[src/common/idiv_cfg.svh]
`ifndef IDIV_CFG_SVH
`define IDIV_CFG_SVH

// ==========================================================================
// divider sizing
// ==========================================================================

// operand width in bits
`define IDIV_WIDTH 32

// bit counter width, wide enough to hold IDIV_WIDTH itself
`define IDIV_CNT_W ($clog2(`IDIV_WIDTH + 1))

`endif
[src/common/idiv_pkg.sv]
`include "idiv_cfg.svh"

package idiv_pkg;

	// ==========================================================================
	// request and response
	// ==========================================================================

	typedef struct packed {
		logic [`IDIV_WIDTH-1:0] dividend;
		logic [`IDIV_WIDTH-1:0] divisor;
		logic                   signed_div;
	} idiv_req_t;

	typedef struct packed {
		logic [`IDIV_WIDTH-1:0] quotient;
		logic [`IDIV_WIDTH-1:0] remainder;
	} idiv_resp_t;

	// ==========================================================================
	// register source selects
	// ==========================================================================

	// opB: shifted partial remainder, quotient copy, or raw adder result
	typedef enum logic [1:0] {
		OPB_SHIFT,
		OPB_OPC,
		OPB_ADD
	} opb_sel_e;

	// opC: quotient bit shift, adder result, or latched dividend
	typedef enum logic [1:0] {
		OPC_SHIFT,
		OPC_ADD,
		OPC_DIVIDEND
	} opc_sel_e;

	// controller to datapath
	typedef struct packed {
		logic     opa_sel;
		logic     opa_ld;
		logic     opa_inv;
		logic     opa_clr_l;
		opb_sel_e opb_sel;
		logic     opb_ld;
		logic     opb_inv;
		logic     opb_clr_l;
		opc_sel_e opc_sel;
		logic     opc_ld;
		logic     latch_inputs;
		logic     adder_cin;
	} idiv_ctrl_t;

	// datapath back to controller
	typedef struct packed {
		logic signed_div_r;
		logic adder_neg;
		logic opa_neg;
		logic opc_neg;
	} idiv_status_t;

	typedef enum logic [3:0] {
		WAIT,
		START,
		NEG0,
		NEG1,
		SHIFT,
		CALC,
		REPAIR,
		REMAIN,
		QUOT,
		DONE
	} idiv_state_e;

endpackage

[src/idiv_top.sv]
`timescale 1ns/1ps

module idiv_top (
	input  logic                 clk_i,
	input  logic                 reset_i,
	input  logic                 v_i,
	input  idiv_pkg::idiv_req_t  req_i,
	output logic                 ready_o,
	output logic                 v_o,
	output idiv_pkg::idiv_resp_t resp_o,
	input  logic                 yumi_i
);

	idiv_pkg::idiv_ctrl_t   ctrl;
	idiv_pkg::idiv_status_t status;

	// sequencing
	idiv_controller u_controller (
		.clk_i    (clk_i),
		.reset_i  (reset_i),
		.v_i      (v_i),
		.ready_o  (ready_o),
		.status_i (status),
		.ctrl_o   (ctrl),
		.v_o      (v_o),
		.yumi_i   (yumi_i)
	);

	// operand registers and shared adder
	idiv_datapath u_datapath (
		.clk_i    (clk_i),
		.req_i    (req_i),
		.ctrl_i   (ctrl),
		.status_o (status),
		.resp_o   (resp_o)
	);

endmodule

[src/idiv/idiv_datapath.sv]
`timescale 1ns/1ps
`include "idiv_cfg.svh"

module idiv_datapath (
	input  logic                   clk_i,
	input  idiv_pkg::idiv_req_t    req_i,
	input  idiv_pkg::idiv_ctrl_t   ctrl_i,
	output idiv_pkg::idiv_status_t status_o,
	output idiv_pkg::idiv_resp_t   resp_o
);

	localparam int W = `IDIV_WIDTH;

	idiv_pkg::idiv_req_t req_r;

	// one extra bit on top for the sign
	logic [W:0] opa_r;
	logic [W:0] opb_r;
	logic [W:0] opc_r;

	logic [W:0] opa_mux;
	logic [W:0] opb_mux;
	logic [W:0] opc_mux;

	logic [W:0] opa_in;
	logic [W:0] opb_in;
	logic [W:0] add_out;

	logic divisor_msb;
	logic dividend_msb;

	// ==========================================================================
	// input latch
	// ==========================================================================

	always_ff @(posedge clk_i) begin
		if (ctrl_i.latch_inputs) begin
			req_r <= req_i;
		end
	end

	// extension bit is zero for unsigned
	assign divisor_msb  = req_r.signed_div & req_r.divisor[W-1];
	assign dividend_msb = req_r.signed_div & req_r.dividend[W-1];

	// ==========================================================================
	// shared adder
	// ==========================================================================

	// invert first, then clear
	assign opa_in = (opa_r ^ {(W+1){ctrl_i.opa_inv}}) & {(W+1){ctrl_i.opa_clr_l}};
	assign opb_in = (opb_r ^ {(W+1){ctrl_i.opb_inv}}) & {(W+1){ctrl_i.opb_clr_l}};

	assign add_out = opa_in + opb_in + {{W{1'b0}}, ctrl_i.adder_cin};

	// ==========================================================================
	// source selects
	// ==========================================================================

	assign opa_mux = ctrl_i.opa_sel ? {divisor_msb, req_r.divisor} : add_out;

	always_comb begin
		case (ctrl_i.opb_sel)
			idiv_pkg::OPB_OPC: opb_mux = opc_r;
			idiv_pkg::OPB_ADD: opb_mux = add_out;
			// partial remainder shifts left, next dividend bit enters
			default:           opb_mux = {add_out[W-1:0], opc_r[W]};
		endcase
	end

	always_comb begin
		case (ctrl_i.opc_sel)
			idiv_pkg::OPC_ADD:      opc_mux = add_out;
			idiv_pkg::OPC_DIVIDEND: opc_mux = {dividend_msb, req_r.dividend};
			// quotient bit is set when the step stayed non-negative
			default:                opc_mux = {opc_r[W-1:0], ~add_out[W]};
		endcase
	end

	// ==========================================================================
	// operand registers
	// ==========================================================================

	always_ff @(posedge clk_i) begin
		if (ctrl_i.opa_ld) begin
			opa_r <= opa_mux;
		end
		if (ctrl_i.opb_ld) begin
			opb_r <= opb_mux;
		end
		if (ctrl_i.opc_ld) begin
			opc_r <= opc_mux;
		end
	end

	assign status_o.signed_div_r = req_r.signed_div;
	assign status_o.adder_neg    = add_out[W];
	assign status_o.opa_neg      = opa_r[W];
	assign status_o.opc_neg      = opc_r[W];

	// quotient ends in opC, remainder in opA
	assign resp_o.quotient  = opc_r[W-1:0];
	assign resp_o.remainder = opa_r[W-1:0];

endmodule

[src/idiv/idiv_controller.sv]
`timescale 1ns/1ps
`include "idiv_cfg.svh"

module idiv_controller (
	input  logic                   clk_i,
	input  logic                   reset_i,
	input  logic                   v_i,
	output logic                   ready_o,
	input  idiv_pkg::idiv_status_t status_i,
	output idiv_pkg::idiv_ctrl_t   ctrl_o,
	output logic                   v_o,
	input  logic                   yumi_i
);

	localparam int CNT_W = `IDIV_CNT_W;
	localparam logic [CNT_W-1:0] LAST_CNT = CNT_W'(`IDIV_WIDTH);

	idiv_pkg::idiv_state_e state_r;
	idiv_pkg::idiv_state_e state_n;

	logic [CNT_W-1:0] cnt_r;
	logic             q_neg_r;
	logic             r_neg_r;
	logic             add_neg_last_r;
	logic             neg_ld;

	// ==========================================================================
	// state and flag registers
	// ==========================================================================

	always_ff @(posedge clk_i) begin
		if (reset_i) begin
			state_r        <= idiv_pkg::WAIT;
			cnt_r          <= '0;
			q_neg_r        <= 1'b0;
			r_neg_r        <= 1'b0;
			add_neg_last_r <= 1'b0;
			v_o            <= 1'b0;
		end else begin
			state_r        <= state_n;
			// sign of the previous step picks add or subtract
			add_neg_last_r <= status_i.adder_neg;
			v_o            <= (state_n == idiv_pkg::DONE);

			if (state_r == idiv_pkg::SHIFT) begin
				cnt_r <= '0;
			end else if (state_r == idiv_pkg::CALC) begin
				cnt_r <= cnt_r + 1'b1;
			end

			if (neg_ld) begin
				// quotient flips when operand signs differ
				q_neg_r <= (status_i.opa_neg ^ status_i.opc_neg) & status_i.signed_div_r;
				// remainder follows the dividend sign
				r_neg_r <= status_i.opc_neg & status_i.signed_div_r;
			end
		end
	end

	// ==========================================================================
	// next state and datapath commands
	// ==========================================================================

	always_comb begin
		// defaults are the per-bit non-restoring step
		ctrl_o.opa_sel      = 1'b0;
		ctrl_o.opa_ld       = 1'b0;
		ctrl_o.opa_inv      = ~add_neg_last_r;
		ctrl_o.opa_clr_l    = 1'b1;
		ctrl_o.opb_sel      = idiv_pkg::OPB_SHIFT;
		ctrl_o.opb_ld       = 1'b1;
		ctrl_o.opb_inv      = 1'b0;
		ctrl_o.opb_clr_l    = 1'b1;
		ctrl_o.opc_sel      = idiv_pkg::OPC_SHIFT;
		ctrl_o.opc_ld       = 1'b1;
		ctrl_o.latch_inputs = 1'b0;
		ctrl_o.adder_cin    = ~add_neg_last_r;
		neg_ld              = 1'b0;
		state_n             = state_r;

		case (state_r)
			idiv_pkg::WAIT: begin
				ctrl_o.latch_inputs = 1'b1;
				ctrl_o.opb_ld       = 1'b0;
				ctrl_o.opc_ld       = 1'b0;
				if (v_i) begin
					state_n = idiv_pkg::START;
				end
			end

			// divisor into opA, dividend into opC, sign extended
			idiv_pkg::START: begin
				ctrl_o.opa_sel = 1'b1;
				ctrl_o.opa_ld  = 1'b1;
				ctrl_o.opb_ld  = 1'b0;
				ctrl_o.opc_sel = idiv_pkg::OPC_DIVIDEND;
				state_n        = idiv_pkg::NEG0;
			end

			// |divisor| into opA, dividend copied to opB
			idiv_pkg::NEG0: begin
				ctrl_o.opa_inv   = 1'b1;
				ctrl_o.opa_ld    = status_i.opa_neg & status_i.signed_div_r;
				ctrl_o.opb_clr_l = 1'b0;
				ctrl_o.opb_sel   = idiv_pkg::OPB_OPC;
				ctrl_o.opc_ld    = 1'b0;
				ctrl_o.adder_cin = 1'b1;
				neg_ld           = 1'b1;
				state_n          = idiv_pkg::NEG1;
			end

			// |dividend| back into opC
			idiv_pkg::NEG1: begin
				ctrl_o.opa_clr_l = 1'b0;
				ctrl_o.opb_inv   = 1'b1;
				ctrl_o.opb_ld    = 1'b0;
				ctrl_o.opc_sel   = idiv_pkg::OPC_ADD;
				ctrl_o.opc_ld    = status_i.opc_neg & status_i.signed_div_r;
				ctrl_o.adder_cin = 1'b1;
				state_n          = idiv_pkg::SHIFT;
			end

			// zero partial remainder, first dividend bit moves up
			idiv_pkg::SHIFT: begin
				ctrl_o.opa_clr_l = 1'b0;
				ctrl_o.opb_clr_l = 1'b0;
				ctrl_o.adder_cin = 1'b0;
				state_n          = idiv_pkg::CALC;
			end

			idiv_pkg::CALC: begin
				if (cnt_r == LAST_CNT) begin
					// keep the final remainder unshifted
					ctrl_o.opb_sel = idiv_pkg::OPB_ADD;
					state_n        = idiv_pkg::REPAIR;
				end
			end

			// add the divisor back if the remainder went negative
			idiv_pkg::REPAIR: begin
				ctrl_o.opa_inv   = 1'b0;
				ctrl_o.opb_sel   = idiv_pkg::OPB_ADD;
				ctrl_o.opb_ld    = add_neg_last_r;
				ctrl_o.opc_ld    = 1'b0;
				ctrl_o.adder_cin = 1'b0;
				state_n          = idiv_pkg::REMAIN;
			end

			// signed remainder into opA, quotient copied to opB
			idiv_pkg::REMAIN: begin
				ctrl_o.opa_ld    = 1'b1;
				ctrl_o.opa_clr_l = 1'b0;
				ctrl_o.opb_sel   = idiv_pkg::OPB_OPC;
				ctrl_o.opb_inv   = r_neg_r;
				ctrl_o.opc_ld    = 1'b0;
				ctrl_o.adder_cin = r_neg_r;
				state_n          = idiv_pkg::QUOT;
			end

			// negated quotient into opC when needed
			idiv_pkg::QUOT: begin
				ctrl_o.opa_clr_l = 1'b0;
				ctrl_o.opb_inv   = 1'b1;
				ctrl_o.opb_ld    = 1'b0;
				ctrl_o.opc_sel   = idiv_pkg::OPC_ADD;
				ctrl_o.opc_ld    = q_neg_r;
				ctrl_o.adder_cin = 1'b1;
				state_n          = idiv_pkg::DONE;
			end

			// hold result until consumed
			idiv_pkg::DONE: begin
				ctrl_o.opb_ld = 1'b0;
				ctrl_o.opc_ld = 1'b0;
				if (yumi_i) begin
					state_n = idiv_pkg::WAIT;
				end
			end

			default: begin
				state_n = idiv_pkg::WAIT;
			end
		endcase
	end

	assign ready_o = (state_r == idiv_pkg::WAIT);

endmodule

[config.mk]
export PLATFORM = sky130hd
export DESIGN_NAME = idiv_top
export DESIGN_NICKNAME = d
export VERILOG_FILES = /design/src/common/idiv_pkg.sv /design/src/idiv_top.sv /design/src/idiv/idiv_datapath.sv /design/src/idiv/idiv_controller.sv
export VERILOG_INCLUDE_DIRS = /design/src /design/src/common
export SDC_FILE = /design/constraint.sdc
export NUM_CORES = 1
export LEC_CHECK = 0
export BUFFER_PORTS_ARGS = -buffer_cell sky130_fd_sc_hd__buf_2
export CORE_ASPECT_RATIO = 1.75
export CORE_MARGIN = 2
export CORE_UTILIZATION = 50
export DETAILED_ROUTE_END_ITERATION = 7
export PLACE_DENSITY_LB_ADDON = 0.05
export SYNTH_ARGS = -nofsm -noshare
export SYNTH_HDL_FRONTEND = slang
export SYNTH_SLANG_ARGS = --single-unit
[constraint.sdc]
create_clock -name clk_i -period 9.9 [get_ports clk_i]
set_input_delay 0.495 -clock clk_i [delete_from_list [all_inputs] [get_ports clk_i]]
set_output_delay 0.495 -clock clk_i [all_outputs]
set_load 0.01 [all_outputs]
==> impl_metrics.csv, run 1 <==
group,metric,value,unit
min_path,hp-class,"in2reg",
synthesis,post-synth-top-area-fraction,0.4864,
global_route,grt_start_max_net_pins,92,
synthesis,synth-edff-count,164,
worst_setup_path,worst-endpoint-arrival,5.36,ns
place,port-buffer-count,134,
route,detail_route.wirelength,27.27,mm
die,die_outline_height,192.2,um
finish,fin_cells,1325,
clock_network,worst_setup_hold_path_clk_slew,0.07,ns
route,vias,7739,
timing,relSlewSlack,0.1854,
finish,layout.nets,1173,
clock_network,cts_inserted_buffers,17,
die,initial_utilization,0.5107,
timing,maxClockFrequency,0.1922,GHz
timing,post-route-period-util,0.5256,
clock_network,clk_latency,0.44,ns
global_route,global_route.overflow_total,0,
synthesis,cell_count_after_synthesis,959,
timing,hold_viol_final,0,
timing,timing_max_transition_violations_final,0,
worst_setup_path,timing.critical_path.cells,"nor2b_1 -> nand2_1 -> a21oi_1 -> a31oi_4 -> buf_4 -> xnor2_1 -> nand2b_1 -> fa_1 -> inv_1 -> fa_1 -> a21o_1 -> a22oi_2 -> o21ai_2 -> a31oi_2 -> o211ai_1 -> a221o_1 -> a21oi_1 -> xor2_1 -> o21ai_0",
synthesis,syn_area,10120,um^2
route,avgRoutedWirePerCell,20.58,um
clock_network,cts_sinks,178,
die,top_level_ports,135,
synthesis,async_reset_ff_frac,0,
worst_setup_path,timing.critical_path.from_type,"flop",
clock_network,cts-root-to-sink-buffers,2,
worst_setup_path,critical_path.max_stage_delay,0.81,ns
place,place_congestion,0.9152,
synthesis,ys.warnings.count,0,
run_status,run_status,"completed",
clock_network,clock-root-buffer,"sky130_fd_sc_hd__clkbuf_16",
synthesis,top_count_cell_post_synth,"sky130_fd_sc_hd__edfxtp_1",
place,placedInstanceArea,11030,um^2
place,post-dp-hpwl,18.99,mm
synthesis,synthDominantAreaCellType,"sky130_fd_sc_hd__edfxtp_1",
die,floorplan_die_area,21450,um^2
die,core_region_area,19820,um^2
synthesis,synth_nets,1065,
flow_run,count_of_maximum_capacitance_violations,0,
timing,final_tns_setup,0,ns
route,drt_first_pass_iters,5,
worst_setup_path,timing.setup.critical_path_class,"reg2reg",
route,post-route-drc-count,0,
route,initial_drc_count,522,
synthesis,yosys-top-cells-area,"sky130_fd_sc_hd__edfxtp_1 (49%), sky130_fd_sc_hd__xnor2_1 (4.9%), sky130_fd_sc_hd__o21ai_0 (4.4%)",
global_route,first_global_vias,7988,
timing,finalSetupViolCount,0,
synthesis,syn_area_per_cell,10.56,um^2
clock_network,post_cts_resized,0,
worst_setup_path,cpMaxStageDelayCell,"sky130_fd_sc_hd__dfxtp_1",
finish,layout.filler_cells,1759,
finish,stdcell_area,11620,um^2
finish,share_of_cells_above_drive_strength_1,0.1991,
finish,areaGrowthSynthToFinish,14.78,%
timing,worst_margin_slew,1.219,ns
timing,min_period,5.204,ns
synthesis,postSynthRegisterBits,178,
synthesis,commonest_register_cell_after_synthesis,"sky130_fd_sc_hd__edfxtp_1",
worst_setup_path,endpoint_kind,"flop",
clock_network,post_cts.repair.setup_buffers,0,
timing,rsz0062_at_grt,"false",
route,routed_vias_inst,5.841,
global_route,grt_first_pass_wirelength,43.17,mm
finish,number_of_antenna_cells_inserted,0,
clock_network,ctsHtreeMaxLevel,4,
timing,worst_clock_skew,0.006695,ns
global_route,grtUsageTotal,0.2611,
clock_network,clock_tree_from_tritoncts,"built",
route,antenna_violating_nets_post_route,0,
global_route,antenna_found_initial,0,
synthesis,synth_top_cells_by_count,"sky130_fd_sc_hd__edfxtp_1 (164), sky130_fd_sc_hd__nor2_1 (108), sky130_fd_sc_hd__o21ai_0 (90)",
die,dieWidth,111.6,um
worst_setup_path,cp_max_fo,33,
die,fp-row-count,68,
synthesis,synth.lib_cells_used.distinct,73,
synthesis,synth-seq-area-share,0.5141,
worst_setup_path,worst-endpoint-required,10.06,ns
place,post-place-cells,1293,
clock_network,cts_hold_repair.buffers,0,
final timing paths:
check                          start                    end  slack (ns)  cells after the start
max          u_controller.state_r[3]   u_datapath.opa_r[28]        4.70                     19
min                         req_i[2]    u_datapath.req_r[2]        0.22                      1
max reg2reg  u_controller.state_r[3]   u_datapath.opa_r[28]        4.70                     19
min reg2reg    u_controller.cnt_r[5]  u_controller.cnt_r[5]        0.49                      2
cell families after synthesis:
family	synth area share
and+or+nand+nor	0.1070
xor gates and xnor gates	0.09825
DFF	0.5141
muxes	0.003213
buffers and inverters	0.03349
AOI/OAI and AO/OA	0.1967
adders and majority gates	0.04721
placed cells by master, fill, tap and decap left out, types with 4 or more instances in the layout:
| master | n |
|---|---|
| sky130_fd_sc_hd__a221oi_1 | 9 |
| sky130_fd_sc_hd__buf_4 | 15 |
| sky130_fd_sc_hd__a31oi_1 | 6 |
| sky130_fd_sc_hd__clkbuf_16 | 17 |
| sky130_fd_sc_hd__nor2b_1 | 8 |
| sky130_fd_sc_hd__nand4_1 | 5 |
| sky130_fd_sc_hd__a21boi_0 | 4 |
| sky130_fd_sc_hd__and2_1 | 6 |
| sky130_fd_sc_hd__a22oi_1 | 31 |
| sky130_fd_sc_hd__ha_1 | 35 |
| sky130_fd_sc_hd__nand2_1 | 77 |
| sky130_fd_sc_hd__edfxtp_1 | 164 |
| sky130_fd_sc_hd__a211oi_1 | 9 |
| sky130_fd_sc_hd__clkinv_2 | 4 |
| sky130_fd_sc_hd__a21oi_1 | 68 |
| sky130_fd_sc_hd__nand2b_1 | 8 |
| sky130_fd_sc_hd__nor2_1 | 106 |
| sky130_fd_sc_hd__nor3_1 | 9 |
| sky130_fd_sc_hd__nand3_1 | 10 |
| sky130_fd_sc_hd__xnor2_1 | 57 |
| sky130_fd_sc_hd__o21a_1 | 6 |
| sky130_fd_sc_hd__o21ai_0 | 90 |
| sky130_fd_sc_hd__a21o_1 | 22 |
| sky130_fd_sc_hd__dfxtp_1 | 14 |
| sky130_fd_sc_hd__buf_2 | 134 |
| sky130_fd_sc_hd__inv_1 | 23 |
| sky130_fd_sc_hd__xor2_1 | 51 |
stage by stage:
step | hold slack [ns] | setup slack [ns] | util
2_1_floorplan | 0.4463 | 1.827 | -
3_3_place_gp | 0.4612 | 4.823 | 0.5564
3_5_place_dp | 0.4711 | 4.742 | 0.5564
4_1_cts | 0.2046 | 4.711 | 0.5862
5_1_grt | 0.2031 | 4.266 | 0.5862
6_report | 0.2249 | 4.696 | 0.5862
critical path, delay by kind of cell (launching register included):
kind / cells / cell delay [ns]
compound gates: 10 / 1.98
xor+xnor: 2 / 0.43
fa+ha+maj: 2 / 0.61
buf+inv: 2 / 0.56
flops: 1 / 0.81
simple gates: 3 / 0.51
layout make-up:
cell class                 instances  area (um^2)  share of cell area
tap                              245        306.5             0.02638
sequential                       178         5205              0.4479
timing repair buffer             149        783.3             0.06740
clock buffer                      19        432.9             0.03725
inverter                          23        86.33            0.007429
clock inverter                    13        158.9             0.01367
multi-input combinational        698         4648              0.4000
sequential cells by signal (all words and copies together) (netlist names):
register	flops
u_controller.add_neg_last_r	1
u_controller.state_r	4
u_datapath.opc_r	33
u_datapath.opb_r	33
u_datapath.opa_r	33
u_controller.v_o	1
u_datapath.status_o	1
u_datapath.req_r	64
u_controller.q_neg_r	1
u_controller.r_neg_r	1
u_controller.cnt_r	6
metal layers:
metal  vias up  part of all wire  GRT usage
met5         -                 0          0
met4         0             0.049     0.1448
met3        68             0.035    0.04197
met2       215              0.52     0.4679
met1      3748              0.39     0.2954
li1       3708                 -          -
Power of run 1 is left out: the tool's default activity adds up to more than one toggle a clock period on the data nets, which glitch-free logic cannot reach.
==> inputs of run 2 (changes only) <==
--- a/config.mk
+++ b/config.mk
@@ -6,6 +6,7 @@
 export SDC_FILE = /design/constraint.sdc
 export NUM_CORES = 1
 export LEC_CHECK = 0
+export ABC_AREA = 1
 export BUFFER_PORTS_ARGS = -buffer_cell sky130_fd_sc_hd__buf_2
 export CORE_ASPECT_RATIO = 1.75
 export CORE_MARGIN = 2
==> constraint.sdc (replaced) <==
create_clock -name clk_i -period 4.95 [get_ports clk_i]
set_input_delay 0.2475 -clock clk_i [delete_from_list [all_inputs] [get_ports clk_i]]
set_output_delay 0.2475 -clock clk_i [all_outputs]
set_load 0.01 [all_outputs]
==> run 2 against run 1 <==
Net effect: critical path depth fell by 1; register-to-register slack got worse by 3.7 ns; synthesized cell count rose by 33%; worst hold slack got worse by 0.16 ns; area after synthesis rose by 4.7%; clock skew rose by 0.0086 ns; worst setup slack got worse by 3.7 ns; utilization rose by 3.0 points; die area rose by 4.6%.
==> impl_metrics.csv, run 2 <==
group,metric,value,unit
synthesis,synth-edff-count,164,
timing,post-route-period-util,0.8013,
timing,worst_margin_slew,1.167,ns
die,die_outline_height,196.6,um
pwr,power-per-cell-area,725.1,nW/um^2
route,antenna_violating_nets_post_route,0,
die,fp-row-count,70,
synthesis,syn_area_per_cell,8.322,um^2
pwr,leakage,5.794,nW
synthesis,synthDominantAreaCellType,"sky130_fd_sc_hd__edfxtp_1",
global_route,antenna_found_initial,0,
worst_setup_path,worst-endpoint-arrival,4.24,ns
flow_run,count_of_maximum_capacitance_violations,0,
clock_network,cts_sinks,178,
clock_network,cts_inserted_buffers,17,
synthesis,post-synth-top-area-fraction,0.4645,
clock_network,post_cts_resized,0,
clock_network,cts-root-to-sink-buffers,2,
route,avgRoutedWirePerCell,19.32,um
finish,most_common_library_cell_in_the_layout_ignoring_fill_and_taps,"sky130_fd_sc_hd__nand2_1",
timing,final_tns_setup,0,ns
route,initial_drc_count,730,
route,detail_route.wirelength,33.30,mm
global_route,first_global_vias,9468,
route,routed_vias_inst,5.515,
finish,most-common-layout-cells,"sky130_fd_sc_hd__nand2_1 (366), sky130_fd_sc_hd__edfxtp_1 (164), sky130_fd_sc_hd__inv_1 (150), sky130_fd_sc_hd__a21oi_1 (144), sky130_fd_sc_hd__buf_2 (134)",
finish,layout.filler_cells,1860,
global_route,global_route.overflow_total,0,
clock_network,cts_hold_repair.buffers,65,
clock_network,worst_setup_hold_path_clk_slew,0.07,ns
die,initial_utilization,0.5086,
synthesis,commonest_register_cell_after_synthesis,"sky130_fd_sc_hd__edfxtp_1",
clock_network,ctsHtreeMaxLevel,4,
synthesis,async_reset_ff_frac,0,
finish,largest_register,"u_datapath.req_r",
worst_setup_path,worst-endpoint-required,5.22,ns
route,vias,9508,
timing,worst_clock_skew,0.01532,ns
global_route,grt_start_max_net_pins,58,
synthesis,synth_nets,1380,
worst_setup_path,timing.critical_path.from_type,"flop",
synthesis,synth_top_cells_by_count,"sky130_fd_sc_hd__nand2_1 (366), sky130_fd_sc_hd__edfxtp_1 (164), sky130_fd_sc_hd__inv_1 (150)",
worst_setup_path,cp_max_fo,33,
timing,rsz0062_at_grt,"false",
timing,relSlewSlack,0.2194,
clock_network,clk_latency,0.45,ns
pwr,max-vdd-ir-drop,0.3270,mV
die,dieWidth,114.1,um
place,place_congestion,0.9485,
clock_network,clock_tree_from_tritoncts,"built",
finish,share_of_cells_above_drive_strength_1,0.1461,
global_route,grt_first_pass_wirelength,51.00,mm
timing,finalSetupViolCount,0,
die,core_region_area,20850,um^2
min_path,hp-class,"in2reg",
synthesis,ys.warnings.count,0,
finish,largest_register_ffs,64,
global_route,grtUsageTotal,0.3035,
worst_setup_path,cells_on_worst_reg2reg_path,18,
worst_setup_path,timing.setup.critical_path_class,"reg2reg",
die,floorplan_die_area,22430,um^2
finish,number_of_antenna_cells_inserted,0,
timing,timing_max_transition_violations_final,0,
synthesis,syn_area,10600,um^2
route,post-route-drc-count,0,
worst_setup_path,endpoint_kind,"flop",
place,port-buffer-count,134,
clock_network,clock-root-buffer,"sky130_fd_sc_hd__clkbuf_16",
run_status,run_status,"completed",
timing,hold_viol_final,0,
finish,layout.nets,1565,
synthesis,synth-seq-area-share,0.4909,
synthesis,yosys-top-cells-area,"sky130_fd_sc_hd__edfxtp_1 (46%), sky130_fd_sc_hd__nand2_1 (13%), sky130_fd_sc_hd__a21oi_1 (6.8%)",
route,drt_first_pass_iters,5,
min_path,min_delay_path_depth,2,
timing,fin_hold_ws,0.06630,ns
finish,areaGrowthSynthToFinish,21.16,%
synthesis,postSynthRegisterBits,178,
timing,min_period,3.967,ns
clock_network,post_cts.repair.setup_buffers,0,
synthesis,cell_count_after_synthesis,1274,
synthesis,synth.lib_cells_used.distinct,48,
die,top_level_ports,135,
timing,maxClockFrequency,0.2521,GHz
place,post-dp-hpwl,23.76,mm
synthesis,top_count_cell_post_synth,"sky130_fd_sc_hd__nand2_1",
## run 2: kinds of logic (layout without fill, tap and decap cells)
logic type | after synthesis | in the layout | synth area share
xor gates and xnor gates | 19 | 19 | 0.01570
DFF | 178 | 178 | 0.4909
AOI/OAI and AO/OA | 314 | 314 | 0.1669
and+or+nand+nor | 521 | 521 | 0.2063
buffers and inverters | 205 | 403 | 0.07517
adders and majority gates | 37 | 37 | 0.04508
## run 2: layout make-up
class / instances / area (um^2) / share of cell area
Clock inverter: 15 / 212.7 / 0.01656
Timing Repair Buffer: 213 / 1451 / 0.1130
Inverter: 158 / 593.1 / 0.04617
Tap cell: 252 / 315.3 / 0.02454
Multi-Input combinational cell: 891 / 4643 / 0.3614
Clock buffer: 17 / 425.4 / 0.03312
Sequential cell: 178 / 5205 / 0.4052
## run 2: final timing paths
kind | from | slack (ns) | to
setup / recovery | u_controller.state_r[0] | 0.98 | u_datapath.opb_r[12]
hold reg to reg | u_controller.cnt_r[1] | 0.52 | u_controller.cnt_r[1]
setup reg to reg | u_controller.state_r[0] | 0.98 | u_datapath.opb_r[12]
hold / removal | reset_i | 0.07 | u_controller.state_r[0]
## run 2: metrics by stage
stage,area [um^2],std cells,worst slack [ns],util,total power [mW]
floorplan,10610,1274,1.179,-,6.066
global placement,11560,1627,1.013,0.5544,7.696
detailed placement,11560,1627,1.008,0.5544,7.728
CTS,12850,1724,0.9769,0.6163,9.264
global route,12850,1724,0.5802,0.6163,10.03
finish,12850,1724,0.9833,0.6163,9.315
## run 2: critical path: stages, from the launching register on
cell and delay (ns):
sky130_fd_sc_hd__dfxtp_1 0.41, sky130_fd_sc_hd__nand2_2 0.15, sky130_fd_sc_hd__clkinv_1 0.12, sky130_fd_sc_hd__nand2_4 0.14
sky130_fd_sc_hd__nand2_8 0.16, sky130_fd_sc_hd__nor2_8 0.48, sky130_fd_sc_hd__nand2_1 0.15, sky130_fd_sc_hd__fa_1 0.42
sky130_fd_sc_hd__inv_1 0.10, sky130_fd_sc_hd__fa_1 0.21, sky130_fd_sc_hd__nand2_1 0.07, sky130_fd_sc_hd__nand2_1 0.10
sky130_fd_sc_hd__nand3_1 0.09, sky130_fd_sc_hd__nand2_1 0.14, sky130_fd_sc_hd__nand2_1 0.07, sky130_fd_sc_hd__nand2_1 0.12
sky130_fd_sc_hd__xor2_1 0.47, sky130_fd_sc_hd__nand2_1 0.11, sky130_fd_sc_hd__a21oi_1 0.25
## run 2: routing by layer
layer	GRT usage	part of all wire	up-vias
li1	-	-	4658
met3	0.03598	0.055	68
met2	0.5322	0.51	373
met4	0.1400	0.042	0
met1	0.3693	0.40	4409
met5	0	0	-
## run 2: report_power, final
part / internal, mW / leakage (nW) / total [mW] / switching, mW
clock: 0.819 / 0.305 / 1.48 / 0.656
sequential: 2.33 / 1.69 / 2.57 / 0.243
combinational: 1.64 / 3.79 / 5.27 / 3.63
total: 4.79 / 5.79 / 9.31 / 4.52
Power figures use the tool's default switching activity.
==> inputs of run 3 (changes only) <==
==> constraint.sdc (replaced) <==
create_clock -name clk_i -period 3.5 [get_ports clk_i]
set_input_delay 0.175 -clock clk_i [delete_from_list [all_inputs] [get_ports clk_i]]
set_output_delay 0.175 -clock clk_i [all_outputs]
set_load 0.01 [all_outputs]
==> run 3 against run 2 <==
Net effect: global-route usage rose by 0.58 points; flip-flop and latch count did not move; sequential share of layout area fell by 2.3 points; worst hold slack improved by 0.045 ns; first-iteration DRC count rose by 7.5%; fmax rose by 17%; largest cell class unchanged; highest routed layer unchanged; wire length rose by 3.5%; clock skew fell by 0.0056 ns; count of clock-buffer cells in the layout rose by 2; final cell count rose by 4.7%; non-clock buffer count rose by 81.
==> impl_metrics.csv, run 3 (synthesized netlist as in run 2, its figures left out) <==
group,metric,value,unit
run_status,run_status,"completed",
die,fp-row-count,70,
timing,maxClockFrequency,0.2956,GHz
clock_network,cts_sinks,178,
worst_setup_path,timing.critical_path.to,"u_datapath.opa_r[25]",
flow_run,count_of_maximum_capacitance_violations,0,
route,detail_route.wirelength,34.47,mm
finish,largest_register,"u_datapath.req_r",
route,antenna_violating_nets_post_route,0,
clock_network,cts-root-to-sink-buffers,2,
worst_setup_path,cp_max_fo,12,
timing,fin_hold_ws,0.1114,ns
worst_setup_path,critical_path_buf_inv_count,5,
clock_network,clock-root-buffer,"sky130_fd_sc_hd__clkbuf_16",
finish,finalCoreUtilization,0.6552,
finish,fin_cells,1805,
timing,post-route-period-util,0.9665,
finish,largest_register_ffs,64,
global_route,antenna_found_initial,0,
global_route,first_global_vias,9784,
finish,layout.filler_cells,1820,
die,die_outline_height,196.6,um
timing,relSlewSlack,0.2719,
route,post-route-drc-count,0,
place,placedInstanceArea,12180,um^2
timing,final_tns_setup,0,ns
timing,finalSetupViolCount,0,
worst_setup_path,reg2reg_setup_slack,0.12,ns
finish,areaGrowthSynthToFinish,28.81,%
global_route,grtUsageTotal,0.3092,
place,place_congestion,0.9359,
worst_setup_path,cpMaxStageDelayCell,"sky130_fd_sc_hd__ha_2",
timing,min_period,3.383,ns
worst_setup_path,endpoint_kind,"flop",
worst_setup_path,cells_on_worst_reg2reg_path,19,
die,top_level_ports,135,
worst_setup_path,timing.critical_path.from_type,"flop",
global_route,grt_start_max_net_pins,51,
finish,most-common-layout-cells,"sky130_fd_sc_hd__nand2_1 (350), sky130_fd_sc_hd__edfxtp_1 (164), sky130_fd_sc_hd__inv_1 (149), sky130_fd_sc_hd__buf_2 (134), sky130_fd_sc_hd__a21oi_1 (129)",
min_path,min_from,"v_i",
die,floorplan_die_area,22430,um^2
worst_setup_path,timing.critical_path.max_delay_family,"simple AND/OR/NAND/NOR gates",
route,routed_vias_inst,5.536,
timing,final_critical_path_setup_slack,0.1171,ns
place,post-place-cells,1703,
timing,worst_clock_skew,0.009742,ns
worst_setup_path,critical_path.max_stage_delay,0.45,ns
clock_network,clock_tree_from_tritoncts,"built",
finish,number_of_antenna_cells_inserted,0,
worst_setup_path,path_common_cell,"sky130_fd_sc_hd__nand2_1",
finish,layout.area.seq,5215,um^2
route,drt_first_pass_iters,5,
worst_setup_path,worst-endpoint-arrival,3.59,ns
place,dpl_worst_slack,-0.08825,ns
worst_setup_path,timing.setup.critical_path_class,"reg2reg",
worst_setup_path,crit_start,"u_controller.state_r[2]",
finish,stdcell_area,13660,um^2
die,initial_utilization,0.5086,
place,port-buffer-count,134,
route,vias,9993,
worst_setup_path,cp_num_cells,19,
route,initial_drc_count,785,
pwr,leakage,6.190,nW
pwr,power.total,14.62,mW
place,post-dp-hpwl,24.92,mm
die,dieWidth,114.1,um
global_route,global_route.overflow_total,0,
worst_setup_path,worst-endpoint-required,3.70,ns
worst_setup_path,timing.critical_path.cells,"inv_1 -> nor2_4 -> nand3_2 -> nand3_4 -> buf_4 -> buf_4 -> a21oi_1 -> o21a_1 -> ha_2 -> nand2_1 -> nor2_1 -> nand2_1 -> inv_1 -> nand3_2 -> nand2_1 -> nand2_1 -> nand2_2 -> o21ai_0 -> buf_4",
finish,share_of_cells_above_drive_strength_1,0.2222,
pwr,power-per-cell-area,1071,nW/um^2
pwr,max-vdd-ir-drop,0.5904,mV
clock_network,clk_latency,0.44,ns
min_path,hp-class,"in2reg",
finish,layout.nets,1646,
global_route,grt_first_pass_wirelength,52.26,mm
clock_network,cts_inserted_buffers,17,
worst_setup_path,worstReg2RegStart,"u_controller.state_r[2]",
worst_setup_path,critical_path.reg2reg.endpoint,"u_datapath.opa_r[25]",
timing,rsz0062_at_grt,"true",
timing,worst_margin_slew,1.092,ns
finish,multi_input_area,4828,um^2
clock_network,worst_setup_hold_path_clk_slew,0.07,ns
timing,hold_viol_final,0,
die,core_region_area,20850,um^2
route,avgRoutedWirePerCell,19.10,um
clock_network,ctsHtreeMaxLevel,4,
timing,timing_max_transition_violations_final,0,
finish,most_common_library_cell_in_the_layout_ignoring_fill_and_taps,"sky130_fd_sc_hd__nand2_1",
-- run 3: cell count changes in the layout (fill, tap and decap cells not counted), moves of 6 or more --
cell and delta:
sky130_fd_sc_hd__buf_4 +73, sky130_fd_sc_hd__nand2_1 -16, sky130_fd_sc_hd__a21oi_1 -15, sky130_fd_sc_hd__a21oi_2 +15
sky130_fd_sc_hd__nand2_2 +14, sky130_fd_sc_hd__o21ai_0 -7, sky130_fd_sc_hd__o21ai_1 +6
-- run 3: worst min-delay path by stage --
stage | end | slack [ns] | cells after the start
floorplan | u_controller.state_r[2] | 0.24 | 1
global route | u_controller.state_r[0] | 0.17 | 3
global placement | u_datapath.req_r[9] | 0.35 | 1
detailed placement | u_datapath.req_r[33] | 0.35 | 1
CTS | u_controller.state_r[0] | 0.11 | 3
finish | u_controller.state_r[0] | 0.11 | 3
-- run 3: what timing repair did --
item,CTS,global route
buffers inserted,0,3
resized for setup,4,66
endpoints found under the setup margin,5,77
pin swaps,0,11
hold buffers,66,0
endpoints found under the hold margin,68,0
gates cloned,0,1
-- run 3: layout make-up --
type	instances	area share
Multi-Input combinational cell	891	0.3536
Sequential cell	178	0.3819
Timing Repair Buffer	294	0.1568
Inverter	158	0.04379
Clock buffer	19	0.03170
Tap cell	252	0.02309
Clock inverter	13	0.009253
-- run 3: tightest hold or removal path, delay by kind of cell --
family | cells | cell delay [ns]
buffers and inverters | 1 | 0.07
AOI/OAI and AO/OA | 2 | 0.26
-- run 3: report_power, final --
| part | internal, mW | switching, mW | leakage [nW] | total [mW] |
|---|---|---|---|---|
| combinational | 3.45 | 5.66 | 4.22 | 9.11 |
| clock | 0.997 | 0.893 | 0.272 | 1.89 |
| sequential | 3.29 | 0.332 | 1.70 | 3.62 |
| total | 7.74 | 6.88 | 6.19 | 14.6 |
-- run 3: routing by layer --
metal,global-route usage,vias up,wire (um),share of wire
li1,-,4825,-,-
met1,0.3728,4699,13400,0.39
met2,0.5461,391,17820,0.52
met3,0.04889,78,1940,0.056
met4,0.1251,0,1315,0.038
met5,0,-,0,0
